==> config.mk <==
export PLATFORM = sky130hd
export DESIGN_NAME = simmem_write_resp_delay
export DESIGN_NICKNAME = d
export VERILOG_FILES = /design/src/simmem_pkg.sv /design/src/simmem_delay_bank.sv /design/src/simmem_resp_store.sv /design/src/simmem_write_resp_delay.sv
export SDC_FILE = /design/constraint.sdc
export NUM_CORES = 1
export LEC_CHECK = 0
export BUFFER_PORTS_ARGS = -buffer_cell sky130_fd_sc_hd__clkbuf_2
export CELL_PAD_IN_SITES_DETAIL_PLACEMENT = 1
export CELL_PAD_IN_SITES_GLOBAL_PLACEMENT = 2
export CORE_MARGIN = 2
export CORE_UTILIZATION = 45
export DETAILED_ROUTE_END_ITERATION = 8
export PLACE_DENSITY = 0.95
export SYNTH_ARGS = -nofsm -noshare
export SYNTH_HDL_FRONTEND = slang
export SYNTH_SLANG_ARGS = --single-unit
==> constraint.sdc <==
create_clock -name clk_i -period 5.47 [get_ports clk_i]
set_input_delay 0.547 -clock clk_i [delete_from_list [all_inputs] [get_ports clk_i]]
set_output_delay 0.547 -clock clk_i [all_outputs]
set_load 0.05 [all_outputs]
==> src/simmem_pkg.sv <==
// Shared sizes and types of the simulated memory controller write-response path
// Holds the slot count, the counter width and the structs passed between the
// response store and the delay bank

`default_nettype none

package simmem_pkg;

  //////////////////////////////////////////////////
  // Sizes
  //////////////////////////////////////////////////

  // Number of response slots held in the store and the bank
  localparam int unsigned NumSlots = 8;
  // Width of a slot index
  localparam int unsigned SlotIdxWidth = 3;
  // Width of the requested delay and of each countdown counter
  localparam int unsigned DelayWidth = 8;
  // Width of the transaction ID carried by a response
  localparam int unsigned IdWidth = 4;

  //////////////////////////////////////////////////
  // Types
  //////////////////////////////////////////////////

  // Write response as it leaves the controller, code follows the AXI BRESP encoding
  typedef struct packed {
    logic [IdWidth-1:0] id;
    logic [1:0]         code;
  } wr_resp_t;

  // Incoming request, the response to return and its delay in clock cycles
  typedef struct packed {
    wr_resp_t              resp;
    logic [DelayWidth-1:0] delay;
  } delay_req_t;

  // Registered allocation announced by the store to the delay bank
  typedef struct packed {
    logic                    valid;
    logic [SlotIdxWidth-1:0] slot;
    logic [DelayWidth-1:0]   delay;
  } bank_entry_t;

  // One bit per slot
  typedef logic [NumSlots-1:0] slot_mask_t;

endpackage

`default_nettype wire

==> src/simmem_delay_bank.sv <==
// Delay bank of the write-response path
// Keeps one countdown counter per slot and a registered mask of the slots
// whose responses are allowed to leave the store

`default_nettype none

module simmem_delay_bank (
  input  logic                     clk_i,
  input  logic                     rst_ni,

  // Allocation from the store, valid for one cycle per accepted request
  input  simmem_pkg::bank_entry_t  bank_entry_i,

  // Slot that the store is releasing this cycle
  input  simmem_pkg::slot_mask_t   released_onehot_i,
  output simmem_pkg::slot_mask_t   release_en_o
);

  import simmem_pkg::*;

  //////////////////////////////////////////////////
  // Signals
  //////////////////////////////////////////////////

  // Countdown counters, zero means idle
  logic [DelayWidth-1:0] counters_d [NumSlots];
  logic [DelayWidth-1:0] counters_q [NumSlots];

  // Slots that become releasable on the next edge
  slot_mask_t new_release;

  slot_mask_t release_en_d;
  slot_mask_t release_en_q;

  // Delays of two cycles or less are already covered by the pipeline
  logic short_delay;

  assign short_delay = bank_entry_i.delay <= DelayWidth'(2);

  //////////////////////////////////////////////////
  // Per-slot counters
  //////////////////////////////////////////////////

  for (genvar i = 0; i < NumSlots; i++) begin : gen_slot
    always_comb begin : counter_comb
      new_release[i] = 1'b0;
      counters_d[i]  = counters_q[i];

      // A running counter steps down once per cycle
      if (counters_q[i] != '0) begin
        counters_d[i] = counters_q[i] - DelayWidth'(1);
      end

      // The step from one to zero marks expiry
      // A new entry never targets a slot whose counter is still running
      if (counters_q[i] == DelayWidth'(1)) begin
        new_release[i] = 1'b1;
      end else if (bank_entry_i.valid && bank_entry_i.slot == SlotIdxWidth'(i)) begin
        if (short_delay) begin
          new_release[i] = 1'b1;
        end else begin
          // Two cycles are spent in the entry register and the release register
          counters_d[i] = bank_entry_i.delay - DelayWidth'(2);
        end
      end
    end

    always_ff @(posedge clk_i or negedge rst_ni) begin
      if (!rst_ni) begin
        counters_q[i] <= '0;
      end else begin
        counters_q[i] <= counters_d[i];
      end
    end
  end

  //////////////////////////////////////////////////
  // Release enable mask
  //////////////////////////////////////////////////

  // The released slot is cleared, expired and short entries are added
  // Both never hit the same bit since a released slot has no running counter
  always_comb begin
    release_en_d = release_en_q & ~released_onehot_i;
    release_en_d = release_en_d | new_release;
  end

  always_ff @(posedge clk_i or negedge rst_ni) begin
    if (!rst_ni) begin
      release_en_q <= '0;
    end else begin
      release_en_q <= release_en_d;
    end
  end

  assign release_en_o = release_en_q;

endmodule

`default_nettype wire

==> src/simmem_resp_store.sv <==
// Response store of the write-response path
// Allocates the lowest free slot to each incoming request, keeps the payload,
// announces the allocation to the delay bank and sends out the lowest
// release-enabled response, one per cycle

`default_nettype none

module simmem_resp_store (
  input  logic                     clk_i,
  input  logic                     rst_ni,

  // Incoming request strobe
  input  logic                     req_valid_i,
  input  simmem_pkg::delay_req_t   req_i,

  // Interface to the delay bank
  input  simmem_pkg::slot_mask_t   release_en_i,
  output simmem_pkg::bank_entry_t  bank_entry_o,
  output simmem_pkg::slot_mask_t   released_onehot_o,

  // Outgoing response strobe
  output logic                     full_o,
  output logic                     resp_valid_o,
  output simmem_pkg::wr_resp_t     resp_o
);

  import simmem_pkg::*;

  // Index of the lowest set bit, zero for an empty mask
  function automatic logic [SlotIdxWidth-1:0] lowest_idx(slot_mask_t mask);
    logic [SlotIdxWidth-1:0] idx;
    idx = '0;
    // Scan downwards so that the lowest set bit wins
    for (int i = NumSlots - 1; i >= 0; i--) begin
      if (mask[i]) begin
        idx = SlotIdxWidth'(i);
      end
    end
    return idx;
  endfunction

  //////////////////////////////////////////////////
  // Signals
  //////////////////////////////////////////////////

  slot_mask_t occupied_d;
  slot_mask_t occupied_q;

  // Stored responses, one per slot
  wr_resp_t payload_q [NumSlots];

  logic [SlotIdxWidth-1:0] free_idx;
  slot_mask_t              alloc_onehot;
  logic                    req_accept;

  logic [SlotIdxWidth-1:0] released_idx;
  logic                    release_any;
  slot_mask_t              released_onehot;

  // Registered allocation towards the bank
  logic                    bank_valid_q;
  logic [SlotIdxWidth-1:0] bank_slot_q;
  logic [DelayWidth-1:0]   bank_delay_q;

  // Registered output
  logic                    resp_valid_q;
  wr_resp_t                resp_q;

  //////////////////////////////////////////////////
  // Allocation
  //////////////////////////////////////////////////

  // Full when every slot holds a response
  assign full_o = &occupied_q;

  // Requests arriving while full are dropped
  assign req_accept   = req_valid_i & ~full_o;
  assign free_idx     = lowest_idx(~occupied_q);
  assign alloc_onehot = req_accept ? (slot_mask_t'(1) << free_idx) : '0;

  //////////////////////////////////////////////////
  // Release selection
  //////////////////////////////////////////////////

  // Fixed priority, the lowest enabled slot leaves first
  assign release_any     = |release_en_i;
  assign released_idx    = lowest_idx(release_en_i);
  assign released_onehot = release_any ? (slot_mask_t'(1) << released_idx) : '0;

  assign released_onehot_o = released_onehot;

  //////////////////////////////////////////////////
  // Occupancy
  //////////////////////////////////////////////////

  // A slot is never allocated and released in the same cycle
  // since allocation only picks free slots
  assign occupied_d = (occupied_q & ~released_onehot) | alloc_onehot;

  always_ff @(posedge clk_i or negedge rst_ni) begin
    if (!rst_ni) begin
      occupied_q <= '0;
    end else begin
      occupied_q <= occupied_d;
    end
  end

  // Payload written into the newly allocated slot
  always_ff @(posedge clk_i) begin
    if (req_accept) begin
      payload_q[free_idx] <= req_i.resp;
    end
  end

  //////////////////////////////////////////////////
  // Bank entry register
  //////////////////////////////////////////////////

  always_ff @(posedge clk_i or negedge rst_ni) begin
    if (!rst_ni) begin
      bank_valid_q <= 1'b0;
    end else begin
      bank_valid_q <= req_accept;
    end
  end

  always_ff @(posedge clk_i) begin
    if (req_accept) begin
      bank_slot_q  <= free_idx;
      bank_delay_q <= req_i.delay;
    end
  end

  assign bank_entry_o = '{valid: bank_valid_q, slot: bank_slot_q, delay: bank_delay_q};

  //////////////////////////////////////////////////
  // Output register
  //////////////////////////////////////////////////

  // One response per cycle, valid for a single cycle
  always_ff @(posedge clk_i or negedge rst_ni) begin
    if (!rst_ni) begin
      resp_valid_q <= 1'b0;
    end else begin
      resp_valid_q <= release_any;
    end
  end

  always_ff @(posedge clk_i) begin
    if (release_any) begin
      resp_q <= payload_q[released_idx];
    end
  end

  assign resp_valid_o = resp_valid_q;
  assign resp_o       = resp_q;

endmodule

`default_nettype wire

==> src/simmem_write_resp_delay.sv <==
// Write-response delay path of the simulated memory controller
// Holds each write response for its requested number of cycles and
// returns at most one response per cycle

`default_nettype none

module simmem_write_resp_delay (
  input  logic                    clk_i,
  input  logic                    rst_ni,

  // Request side, single-cycle strobe
  input  logic                    req_valid_i,
  input  simmem_pkg::delay_req_t  req_i,

  // Response side, single-cycle strobe without back-pressure
  output logic                    resp_valid_o,
  output simmem_pkg::wr_resp_t    resp_o,

  // High while every slot is occupied
  output logic                    full_o
);

  import simmem_pkg::*;

  //////////////////////////////////////////////////
  // Internal connections
  //////////////////////////////////////////////////

  // Allocation handed from the store to the bank
  bank_entry_t bank_entry;
  // Slots whose delay has elapsed
  slot_mask_t  release_en;
  // Slot leaving the store this cycle
  slot_mask_t  released_onehot;

  // Payload storage, allocation and output selection
  simmem_resp_store simmem_resp_store_i (
    .clk_i             (clk_i),
    .rst_ni            (rst_ni),
    .req_valid_i       (req_valid_i),
    .req_i             (req_i),
    .release_en_i      (release_en),
    .bank_entry_o      (bank_entry),
    .released_onehot_o (released_onehot),
    .full_o            (full_o),
    .resp_valid_o      (resp_valid_o),
    .resp_o            (resp_o)
  );

  // Per-slot countdown and release enables
  simmem_delay_bank simmem_delay_bank_i (
    .clk_i             (clk_i),
    .rst_ni            (rst_ni),
    .bank_entry_i      (bank_entry),
    .released_onehot_i (released_onehot),
    .release_en_o      (release_en)
  );

endmodule

`default_nettype wire
==> results of run 1 <==
[cells in the mapped netlist (all sizes together) (4+ instances only)]
cell type	count
nor4	13
a221o	5
nand4	8
o211ai	4
a221oi	9
buf	13
and3	6
a21oi	30
a211oi	4
ha	20
o31ai	7
nand2	61
nand2b	13
xor2	18
and2	4
nor3b	4
mux2i	7
or4	4
nor2b	10
a21o	9
dfrtp	82
or3	9
o21ai	36
edfxtp	65
inv	27
nor3	30
xnor2	29
o22ai	18
nand3	40
nor2	61
[cell type report]
| class | count | area (sq um) |
|---|---|---|
| Clock buffer | 17 | 425 |
| Fill cell | 1757 | 7680 |
| Multi-Input combinational cell | 491 | 3090 |
| Timing Repair Buffer | 25 | 130 |
| Sequential cell | 147 | 4000 |
| Tap cell | 216 | 270 |
| Clock inverter | 15 | 180 |
| Inverter | 28 | 105 |
[cell families (layout without fill, tap and decap cells)]
group                      after synthesis  after routing  share of synthesized area
and+or+nand+nor                        269            269                      0.184
adders and majority gates               20             20                     0.0343
muxes                                   10             10                     0.0142
AOI/OAI and AO/OA                      145            145                      0.134
buffers and inverters                   44             85                     0.0273
xor gates and xnor gates                47             47                     0.0565
DFF                                    147            147                      0.549
[critical path: cells and delay by family (launching register included)]
family / cells / cell delay (ns)
simple gates: 2 / 0.87
flops: 1 / 0.66
compound gates: 2 / 0.58
buf+inv: 1 / 0.41
[per-layer routing]
| layer | vias to the layer above | global-route usage | share of wire |
|---|---|---|---|
| met3 | 29 | 0.0490 | 0.039 |
| li1 | 2575 | - | - |
| met2 | 143 | 0.409 | 0.49 |
| met4 | 0 | 0.0725 | 0.018 |
| met5 | - | 0 | 0 |
| met1 | 2889 | 0.313 | 0.45 |
[power by group]
part	total (uW)	switching [uW]	internal, uW
clock	1210	489	721
sequential	1970	374	1590
combinational	2230	1390	846
[state kept, by name, indices dropped and copies added (netlist names)]
name	flops
simmem_resp_store_i.bank_valid_q	1
simmem_resp_store_i.resp_valid_o	1
simmem_resp_store_i.resp_o	6
simmem_resp_store_i.bank_slot_q	3
simmem_delay_bank_i.counters_q	64
simmem_resp_store_i.payload_q	48
simmem_resp_store_i.occupied_q	8
simmem_resp_store_i.bank_delay_q	8
simmem_delay_bank_i.release_en_o	8
[worst max path at each step]
| stage | start | endpoint | slack, ns | cells after the start |
|---|---|---|---|---|
| 2_1_floorplan | simmem_resp_store_i.occupied_q[0] | simmem_resp_store_i.bank_delay_q[0] | 2.98 | 3 |
| 3_3_place_gp | simmem_delay_bank_i.release_en_o[5] | simmem_resp_store_i.resp_o[5] | 3.01 | 5 |
| 3_5_place_dp | simmem_delay_bank_i.release_en_o[1] | simmem_resp_store_i.resp_o[2] | 2.89 | 5 |
| 4_1_cts | simmem_delay_bank_i.release_en_o[1] | simmem_resp_store_i.resp_o[2] | 2.79 | 5 |
| 5_1_grt | simmem_delay_bank_i.release_en_o[1] | simmem_resp_store_i.resp_o[5] | 2.69 | 5 |
| 6_report | simmem_delay_bank_i.release_en_o[1] | simmem_resp_store_i.resp_o[2] | 2.76 | 5 |
[stage by stage]
step / utilization / hold slack [ns] / worst slack, ns
final: 0.516 / 0.282 / 2.76
after global routing: 0.516 / 0.274 / 2.69
after CTS: 0.516 / 0.273 / 2.79
after detailed placement: 0.478 / 0.528 / 2.89
after global placement: 0.478 / 0.511 / 3.01
after floorplan: - / 0.251 / 2.98
==> flow_results.org, run 1 <==
** Outcome
- Run status :: complete, no violations

** Floorplan
- The die is 131 um tall.
- Die outline width :: 131 um
- For this configuration, the core starts out at a cell density of 0.459.
- The die covers 17,200 sq um.
- In this run the count of I/O pins placed on the die edge is 25.
- Row count :: 46
- After floorplanning, the core was sized to cover 15,900 sq um.

** Timing
- The number of hold-slack violations in the final timing report came to 0.
- Setup total negative slack on the finished layout was measured at 0 ns.
- Final clock skew :: 0.00940 ns
- Final Cycle Share :: 0.495
- Setup violations remaining at the end of the flow were counted as 0.
- Worst slew margin relative to its limit :: 0.198
- Subtracting the final worst setup slack from the clock period gives 2.71 ns.
- The final count of pins violating max slew is 0.
- Based on the critical path, the design can be clocked at up to 369 MHz.
- Setup repair after global routing missed its margin :: no
- For the pin with the worst max-slew slack, the measured transition is 1.19 ns.

** Final layout
- Most common cell after layout, fill and taps aside :: sky130_fd_sc_hd__dfrtp_1
- The number of antenna diodes in the final layout is 0.
- Layout area overhead :: 12.5%
- Final non-filler cell total :: 939
- In the final layout, the share of cells above drive strength 1 is 0.0941.
- Net count reported at finish :: 747
- Commonest cells after routing, fill and taps aside :: sky130_fd_sc_hd__dfrtp_1, sky130_fd_sc_hd__edfxtp_1, sky130_fd_sc_hd__nand2_1
- Cell area after layout :: 8200 sq um

** Yosys
- Number of warnings reported in the yosys synthesis log :: 0
- The average instance in the mapped netlist occupies 10.7 sq um.
- Number of synthesized flops with an enable pin :: 65
- Count of cell types in the netlist :: 61
- Count of state elements after synthesis :: 147
- Of the post-synthesis cell area, the dominant cell type holds 0.281.
- Synthesis produced a netlist with a net count of 719.
- After synthesis, the cell types taking the most area are sky130_fd_sc_hd__dfrtp_1, sky130_fd_sc_hd__edfxtp_1, sky130_fd_sc_hd__xnor2_1.
- sky130_fd_sc_hd__dfrtp_1 takes more of the synthesized area than any other cell.
- After synthesis the cells add up to 7290 sq um.
- Sequential area share after synthesis :: 0.549
- Post-Syn Instances :: 682
- In the synthesized netlist the async set-or-reset flop fraction comes to 0.558.
- Commonest register cell after synthesis :: sky130_fd_sc_hd__dfrtp_1

** Power and ir drop
- Power density cells :: 659 nW/um^2
- Power comes to 5410 uW.
- Leak pwr :: 0.00336 uW
- IR analysis of the VDD net gives a maximum drop of 0.310 mV.

** Worst setup path
- Critical path data arrival time :: 2.94 ns
- For flop-to-flop paths, the worst setup slack is 2.76 ns.
- Counting cells, the worst reg-to-reg path comes to 5.
- Cells along the critical path :: clkinv_1 -> nor2_1 -> nand2_1 -> a41o_1 -> a221oi_1
- Crit-path slowest cell :: sky130_fd_sc_hd__nor2_1
- CP Capture Type :: flop
- Worst flop-to-flop path startpoint :: simmem_delay_bank_i.release_en_o[1]
- Startpoint types :: flop
- Data on the critical path is required at its endpoint by 5.70 ns.
- The worst register-to-register path ends at simmem_resp_store_i.resp_o[2].
- Critical path fanouts, max :: 12
- Worst Path Class, Setup :: flop to flop
- For this run, the slowest stage of the critical path takes 0.70 ns.

** Placed design
- Placed Cells :: 907
- Placed cell areas :: 7600 sq um
- The congestion estimate from routability-driven global placement came to 0.845.
- Count of buffers from port buffering :: 24
- Placed wire-length estimate after detailed placement :: 13.5 mm

** Clock tree
- Number of resized instances in the post-cts repair step :: 0
- Clock tree synthesis selected as its root buffer the cell sky130_fd_sc_hd__clkbuf_16.
- In this run, post-CTS hold repair placed 0 buffers.
- After clock tree synthesis, the clock-pin slew on the worst setup and hold paths is 0.06 ns.
- Once the clock tree was built, the setup fixing pass inserted 0 buffers.
- Buffer levels on the longest clock path :: 2
- Number of buffers inserted during clock tree synthesis :: 17
- The H-tree was split into 4 levels.
- TritonCTS clock tree :: done
- Sink Count :: 147
- Later-pin clock latency in the skew report :: 0.44 ns

** Hold path
- For hold timing, the worst endpoint is simmem_resp_store_i.bank_delay_q[0].
- Along the worst hold path, the cell count comes to 1.
- The path class of the tightest hold or removal check is input port to flop.
- Hold_sp :: req_i[0]

** Drt
- DRT Pass-1 Iters :: 5
- Vias :: 5,636
- After the first detailed-routing iteration, the DRC count stood at 466.
- For this run, design rule violations remaining after detail routing come to 0.
- Using the TritonRoute via totals, the vias-per-cell ratio works out to 6.00.
- Wirelength per Cell :: 21.1 um
- Once detail routing completed, the nets flagged for antenna violations numbered 0.
- Summed over all layers, the routed wires come to 19.8 mm.

** Run
- Number of max-cap violations :: 0

** Global route
- Via count of the first global-routing pass :: 6,176
- Antenna violations before repair :: 0
- Entering global routing, the biggest net connects 83 pins.
- After global routing the overflow that remains totals 0.
- The first global-routing pass estimated 32.7 mm of wire.
- In the global route stage, overall resource usage came out at 0.241.
Note: power is estimated with default switching activity, not from simulation.
==> run 2: changes to the inputs <==
--- a/config.mk
+++ b/config.mk
@@ -9,9 +9,9 @@
 export CELL_PAD_IN_SITES_DETAIL_PLACEMENT = 1
 export CELL_PAD_IN_SITES_GLOBAL_PLACEMENT = 2
 export CORE_MARGIN = 2
-export CORE_UTILIZATION = 45
+export CORE_UTILIZATION = 38
 export DETAILED_ROUTE_END_ITERATION = 8
-export PLACE_DENSITY = 0.95
+export PLACE_DENSITY = 0.86
 export SYNTH_ARGS = -nofsm -noshare
 export SYNTH_HDL_FRONTEND = slang
 export SYNTH_SLANG_ARGS = --single-unit
==> constraint.sdc (replaced) <==
create_clock -name clk_i -period 2.2 [get_ports clk_i]
set_input_delay 0.22 -clock clk_i [delete_from_list [all_inputs] [get_ports clk_i]]
set_output_delay 0.22 -clock clk_i [all_outputs]
set_load 0.05 [all_outputs]
==> run 2 against run 1 <==
Net effect: clock skew shrank 0.0017 ns; hold slack lost 0.21 ns; utilization fell by 4.7 points; fmax rose by 26%; largest power group unchanged; first-iteration DRC count fell by 19%.
==> flow_results.org, run 2 (synthesis gave the netlist of run 1 again) <==
** Worst setup path
- The worst setup path is launched from a flop.
- STA classifies the critical path endpoint as a flop.
- The maximum fanout count along the critical path came to 7 (-5).
- Worst Path Class, Setup :: flop to flop
- The required time at the endpoint of the critical path is 2.51 ns (-3.19 ns).
- Traced cell by cell, the critical path runs through nor2b_2 -> a211oi_4 -> buf_4 -> nor3_1 -> o21ai_0 -> a221o_1.
- Critical path data arrival time :: 2.45 ns (-0.49 ns)
- Max incr delay on CP :: 0.46 ns (-0.24 ns)
- The slowest stage of the critical path is the sky130_fd_sc_hd__dfrtp_1 cell.
- The cell family contributing the most delay on the critical path is compound AO/OA/AOI/OAI gates.
- CP bufs+invs :: 1 (unchanged)

** Power and ir drop
- The leakage power was 0.00370 uW (+10%).
- Worst vdd ir :: 0.665 mV (+110%)
- Power density cells :: 1580 nW/um^2 (+140%)

** Drt
- The routed wire length per instance was 19.2 um (-8.8%).
- Vias :: 5,696 (+1.1%)
- DR iter-0 viols :: 376 (-19%)
- DRT Pass-1 Iters :: 4 (-1)
- The total detailed-routing wirelength was 19.7 mm (-0.63%).
- The remaining antenna violation count after routing is 0 (unchanged).
- The detailed-route vias per instance was 5.57 (-7.2%).
- DR DRC count :: 0 (unchanged)

** Global route
- The via count of the first global-routing pass is 6,003 (-2.8%).
- The maximum number of pins on one net before global-route repair was 45 (-46%).
- Remaining Overflow, GRT :: 0 (unchanged)
- Tot GR Track Use :: 0.204 (-0.0369)
- The global-route wire length before repair was 31.9 mm (-2.2%).
- The initial antenna violation count is 0 (unchanged).

** Final layout
- The design area is 8820 sq um (+7.5%).
- Largest registers :: simmem_delay_bank_i.counters_q (64), simmem_resp_store_i.payload_q (48)
- Inserted Diodes :: 0 (unchanged)
- The fraction of final layout cells sized beyond drive strength 1 was 0.177 (+0.0834).
- Final core utilization :: 0.470 (-0.0467)
- Register ranked first by flip-flop count :: simmem_delay_bank_i.counters_q
- Net count reported at finish :: 813 (+8.8%)
- Layout area overhead :: 20.9%
- Most common cell after layout, fill and taps aside :: sky130_fd_sc_hd__dfrtp_1
- Fill cells :: 2,050 (+17%)
- Commonest cells after routing, fill and taps aside :: sky130_fd_sc_hd__dfrtp_1, sky130_fd_sc_hd__edfxtp_1, sky130_fd_sc_hd__nand2_1
- Largest register FFs :: 64 (unchanged)

** Timing
- Slack of the critical path :: 0.0576 ns (-2.71 ns)
- Number of pins with negative max-slew slack in the final report :: 0 (unchanged)
- The slew at the pin closest to its max-slew limit is 0.917 ns (-0.277 ns).
- The final critical-path share of the clock period is 0.974 (+0.479).
- Final Critical Period :: 2.14 ns (-0.565 ns)
- The number of hold-slack violations in the final timing report was 0 (unchanged).
- The accumulated negative setup slack was 0 ns (unchanged).
- The count of final setup violators is 0 (unchanged).
- Worst slew margin relative to its limit :: 0.386 (+0.188)
- Final clock skew :: 0.00769 ns (-0.00171 ns)
- Setup repair after global routing missed its margin :: yes
- The peak clock frequency supported by timing was 467 MHz (+26%).

** Placed design
- Placed cell areas :: 8020 sq um (+5.5%)
- The post-placement setup slack was -0.0946 ns (-2.98 ns).
- Count of buffers from port buffering :: 24 (unchanged)
- The final RePlAce weighted congestion came to 0.817 (-3.2%).
- The half-perimeter wire length after detailed placement was 13.9 mm (+3.5%).

** Clock tree
- Buffer levels on the longest clock path :: 2 (unchanged)
- Sink Count :: 147 (unchanged)
- The TritonCTS buffer count is 17 (unchanged).
- Maximum level of the CTS H-tree :: 4 (unchanged)
- The source-to-sink clock delay at the later pin of the worst-skew pair came to 0.43 ns (about the same).
- Clock transition time at the flip-flop clock pins of the worst setup and hold paths :: 0.07 ns (about the same)
- TritonCTS clock tree :: done
- Root Driver :: sky130_fd_sc_hd__clkbuf_16

** Floorplan
- Total Die Area :: 20,300 sq um (+18%)
- Die H :: 143 um (+8.6%)
- The starting density of the core was 0.389 (-0.0705).
- Row count :: 50 (+8.7%)
- The boundary pin count was 25 (unchanged).
- The die width came to 143 um (+8.6%).
- Core area :: 18,800 sq um (+18%)

** Run
- Number of max-cap violations :: 0 (unchanged)

** Outcome
- The run finished with clean final reports.

** Hold path
- The worst hold path belongs to the class input port to flop.
==> run 2: repair_timing <==
| item | CTS | global route |
|---|---|---|
| gates resized for setup | 1 | 16 |
| hold buffers | 9 | 0 |
| endpoints found under the hold margin | 46 | 0 |
| gates cloned | 0 | 1 |
| pin swaps | 1 | 3 |
| buffers inserted | 1 | 6 |
| setup endpoints to repair | 4 | 40 |
==> run 2: final timing paths <==
| path | startpoint | slack, ns | end | cells after the start |
|---|---|---|---|---|
| max in group asynchronous | rst_ni | 1.23 | simmem_delay_bank_i.release_en_o[4] | 3 |
| min in group asynchronous | rst_ni | 0.31 | simmem_delay_bank_i.counters_q[48] | 2 |
| worst max register to register | simmem_delay_bank_i.release_en_o[3] | 0.06 | simmem_delay_bank_i.release_en_o[4] | 6 |
| worst min-delay path | req_i[11] | 0.07 | simmem_resp_store_i.payload_q[5][3] | 1 |
| worst max-delay path | simmem_delay_bank_i.release_en_o[3] | 0.06 | simmem_delay_bank_i.release_en_o[4] | 6 |
| worst min register to register | simmem_resp_store_i.occupied_q[6] | 0.52 | simmem_resp_store_i.occupied_q[6] | 1 |
==> run 2: stage by stage <==
stage / std cells / hold WS (ns) / power, uW
after floorplan: 682 / -0.0756 / 8840
after global placement: 974 / 0.231 / 10300
after detailed placement: 974 / 0.248 / 10700
after CTS: 1016 / 0.0561 / 13600
after global routing: 1023 / 0.0752 / 14900
final: 1023 / 0.0713 / 13900
==> run 2: layout make-up <==
| type | count | area, sq um | share of cell area |
|---|---|---|---|
| inverters | 28 | 105 | 0.0119 |
| well taps | 234 | 293 | 0.0332 |
| multi-input cells | 492 | 3160 | 0.359 |
| repair buffers | 90 | 682 | 0.0773 |
| clock inverters | 15 | 145 | 0.0165 |
| clock buffers | 17 | 425 | 0.0483 |
| flip-flops and latches | 147 | 4010 | 0.454 |
==> run 2: metal layers <==
| layer | track usage | wire (um) | vias up | share of wire |
|---|---|---|---|---|
| met5 | 0 | 0 | - | 0 |
| met4 | 0.0594 | 167 | 0 | 0.0085 |
| met3 | 0.0373 | 713 | 15 | 0.036 |
| met2 | 0.363 | 10300 | 90 | 0.52 |
| met1 | 0.253 | 8470 | 2882 | 0.43 |
| li1 | - | - | 2709 | - |
==> run 2: power by group <==
| group | switching (uW) | internal (uW) | total (uW) |
|---|---|---|---|
| sequential | 873 | 3950 | 4830 |
| combinational | 3570 | 2700 | 6280 |
| clock | 1240 | 1590 | 2830 |
==> run 2: worst register-to-register path, delay by kind of cell (launching register included) <==
family                 cells  cell delay (ns)
buffers and inverters      1             0.19
AO/OA/AOI/OAI              3             0.71
AND/OR/NAND/NOR            2             0.66
flip-flops                 1             0.46
==> run 3: changes to the inputs <==
--- a/config.mk
+++ b/config.mk
@@ -9,9 +9,10 @@
 export CELL_PAD_IN_SITES_DETAIL_PLACEMENT = 1
 export CELL_PAD_IN_SITES_GLOBAL_PLACEMENT = 2
 export CORE_MARGIN = 2
-export CORE_UTILIZATION = 38
+export CORE_UTILIZATION = 45
 export DETAILED_ROUTE_END_ITERATION = 8
-export PLACE_DENSITY = 0.86
+export PLACE_DENSITY = 0.95
+export SKIP_LAST_GASP = 1
 export SYNTH_ARGS = -nofsm -noshare
 export SYNTH_HDL_FRONTEND = slang
 export SYNTH_SLANG_ARGS = --single-unit
==> constraint.sdc (replaced) <==
create_clock -name clk_i -period 2.67 [get_ports clk_i]
set_input_delay 0.267 -clock clk_i [delete_from_list [all_inputs] [get_ports clk_i]]
set_output_delay 0.267 -clock clk_i [all_outputs]
set_load 0.05 [all_outputs]
==> run 3 against run 2 <==
Net effect: die area fell by 15%; sequential share of layout area rose by 2.2 points; flip-flop and latch count did not move; final area fell by 4.6%; clock-buffer cell count rose by 1; via count fell by 1.7%; critical endpoint is now simmem_delay_bank_i.counters_q[22].
==> flow_results.org, run 3 (synthesis gave the netlist of run 1 again) <==
** Outcome
- Run status :: complete, no violations

** Worst setup path
- Startpoint types :: flop
- Cells along the critical path :: or3_1 -> or3_1 -> nand4_1 -> nand2_1 -> o22ai_1
- The biggest cell delay along the critical path came to 0.64 ns (+0.18 ns).
- The required time at the endpoint of the critical path came to 3.01 ns (+0.50 ns).
- Worst Path Class, Setup :: flop to flop
- The cell that appears most often on the critical path is sky130_fd_sc_hd__or3_1.
- The maximum fanout count along the critical path was 12 (+5).
- Crit-path slowest cell :: sky130_fd_sc_hd__or3_1
- Critical path data arrival time :: 2.73 ns (+0.28 ns)
- The kind of cell with the highest combined delay along the critical path is simple AND/OR/NAND/NOR gates.
- CP bufs+invs :: 0 (-1)
- The worst setup path is captured at a flop.

** Clock tree
- The count of instances resized after the clock tree is built was 0 (-1).
- Sink Count :: 147 (unchanged)
- Later-pin clock latency in the skew report :: 0.44 ns (about the same)
- The CTS H-tree depth is 4 (unchanged).
- Root Driver :: sky130_fd_sc_hd__clkbuf_16
- TritonCTS clock tree :: done
- Clock transition time at the flip-flop clock pins of the worst setup and hold paths :: 0.06 ns (about the same)
- Number of buffers inserted during clock tree synthesis :: 17 (unchanged)
- Buffer levels on the longest clock path :: 2 (unchanged)

** Floorplan
- Top-level I/O count :: 25 (unchanged)
- The die area is 17,200 sq um (-15%).
- The vertical die dimension came to 131 um (-7.9%).
- The die width is 131 um (-7.9%).
- The starting density of the core is 0.459 (+0.0705).
- Core area :: 15,900 sq um (-15%)
- The number of placement rows is 46 (-8.0%).

** Drt
- The remaining antenna violation count after routing came to 0 (unchanged).
- The detailed-route via count came to 5,597 (-1.7%).
- DR DRC count :: 0 (unchanged)
- The total iterations of the first detailed-routing run came to 5 (+1).
- The total detailed-routing wirelength is 19.6 mm (-0.23%).
- DR iter-0 viols :: 307 (-18%)
- Wirelength per Cell :: 20.4 um (+6.0%)
- The detailed-route vias per instance came to 5.81 (+4.4%).

** Power and ir drop
- The maximum resistive drop on vdd came to 0.600 mV (-9.8%).
- The post-layout total power was 11,000 uW (-21%).
- Power density cells :: 1310 nW/um^2 (-17%)
- The leakage power was 0.00348 uW (-6.0%).

** Final layout
- Largest registers :: simmem_delay_bank_i.counters_q (64), simmem_resp_store_i.payload_q (48)
- The number of inserted diodes is 0 (unchanged).
- Commonest cells after routing, fill and taps aside :: sky130_fd_sc_hd__dfrtp_1, sky130_fd_sc_hd__edfxtp_1, sky130_fd_sc_hd__nand2_1
- The net total in the final layout is 771 (-5.2%).
- The fraction of final layout cells sized beyond drive strength 1 is 0.115 (-0.0623).
- The number of fill cells in the layout was 1,754 (-14%).
- Register ranked first by flip-flop count :: simmem_delay_bank_i.counters_q
- Leaving out fill and tap cells, the most frequent cell in the layout is sky130_fd_sc_hd__dfrtp_1.
- The number of flip-flops under the largest register name came to 64 (unchanged).
- From synthesis to final layout, the design area changed by 15.3%.

** Timing
- Maximum operating frequency :: 417 MHz (-11%)
- Final Critical Period :: 2.40 ns (+0.254 ns)
- The final critical-path share of the clock period was 0.897 (-0.0765).
- The worst clock skew came to 0.0167 ns (+0.00904 ns).
- Worst slew margin relative to its limit :: 0.196 (-0.190)
- Total negative slack for setup checks :: 0 ns (unchanged)
- The final count of pins violating max slew was 0 (unchanged).
- Transition time at the pin with the least slew margin :: 1.20 ns (+0.286 ns)
- Slack of the critical path :: 0.274 ns (+0.216 ns)
- The number of hold-slack violations in the final timing report is 0 (unchanged).
- Number of setup violations in the final report :: 0 (unchanged)
- Setup repair after global routing missed its margin :: no

** Global route
- The via count of the first global-routing pass came to 5,989 (-0.23%).
- Largest net degree at the start of global routing :: 46 (+2.2%)
- The initial antenna violation count came to 0 (unchanged).
- Remaining Overflow, GRT :: 0 (unchanged)
- First-pass GRT wire length :: 32.5 mm (+1.6%)
- Tot GR Track Use :: 0.242 (+0.0378)

** Placed design
- Placement Setup Slack :: 0.353 ns (+0.448 ns)
- The half-perimeter wire length after detailed placement is 13.7 mm (-1.6%).
- Gp weighted congestion :: 0.849 (+3.8%)
- Count of buffers from port buffering :: 24 (unchanged)

** Hold path
- HP Class :: input port to flop

** Run
- Number of max-cap violations :: 0 (unchanged)
-- run 3: final timing paths --
path	startpoint	endpoint	slack, ns	cells after the start
max	simmem_resp_store_i.bank_delay_q[4]	simmem_delay_bank_i.counters_q[22]	0.27	5
min	req_i[4]	simmem_resp_store_i.bank_delay_q[4]	0.009	1
max reg2reg	simmem_resp_store_i.bank_delay_q[4]	simmem_delay_bank_i.counters_q[22]	0.27	5
min reg2reg	simmem_resp_store_i.occupied_q[6]	simmem_resp_store_i.occupied_q[6]	0.54	1
max in group asynchronous	rst_ni	simmem_delay_bank_i.counters_q[47]	1.66	3
min in group asynchronous	rst_ni	simmem_delay_bank_i.counters_q[33]	0.36	2
-- run 3: area by class of cell --
cell class / instances / area, sq um / area share
inverter: 28 / 105 / 0.0125
multi-input combinational: 491 / 3090 / 0.367
sequential: 147 / 4000 / 0.476
clock inverter: 14 / 161 / 0.0192
timing repair buffer: 49 / 338 / 0.0402
clock buffer: 18 / 439 / 0.0522
tap: 216 / 270 / 0.0321
-- run 3: power by group --
part           internal [uW]  switching (uW)  leakage (uW)  total [uW]
Clock                   1480             943      0.000286        2430
Sequential              3260             732       0.00160        3990
Combinational           1790            2800       0.00159        4600
Total                   6530            4480       0.00348       11000
-- run 3: through the flow --
step	area [sq um]	hold slack, ns	instances	utilization
2_1_floorplan	7290	-0.0286	682	-
3_3_place_gp	7750	0.280	925	0.488
3_5_place_dp	7750	0.293	925	0.488
4_1_cts	8410	0.00152	963	0.529
5_1_grt	8410	0.00278	963	0.529
6_report	8410	0.00854	963	0.529
-- run 3: timing repair --
action / 4_1_cts / 5_1_grt
setup buffers: 0 / 0
hold buffers: 6 / 0
endpoints found under the hold margin: 42 / 0
-- run 3: per-layer routing --
layer / track usage / up-vias / share of wire
li1: - / 2626 / -
met1: 0.316 / 2814 / 0.45
met2: 0.408 / 124 / 0.50
met3: 0.0463 / 33 / 0.039
met4: 0.0785 / 0 / 0.016
met5: 0 / - / 0
-- run 3: worst register-to-register path, stage by stage (launching register included) --
cell,delay (ns)
sky130_fd_sc_hd__edfxtp_1,0.45
sky130_fd_sc_hd__or3_1,0.40
sky130_fd_sc_hd__or3_1,0.64
sky130_fd_sc_hd__nand4_1,0.44
sky130_fd_sc_hd__nand2_1,0.18
sky130_fd_sc_hd__o22ai_1,0.18
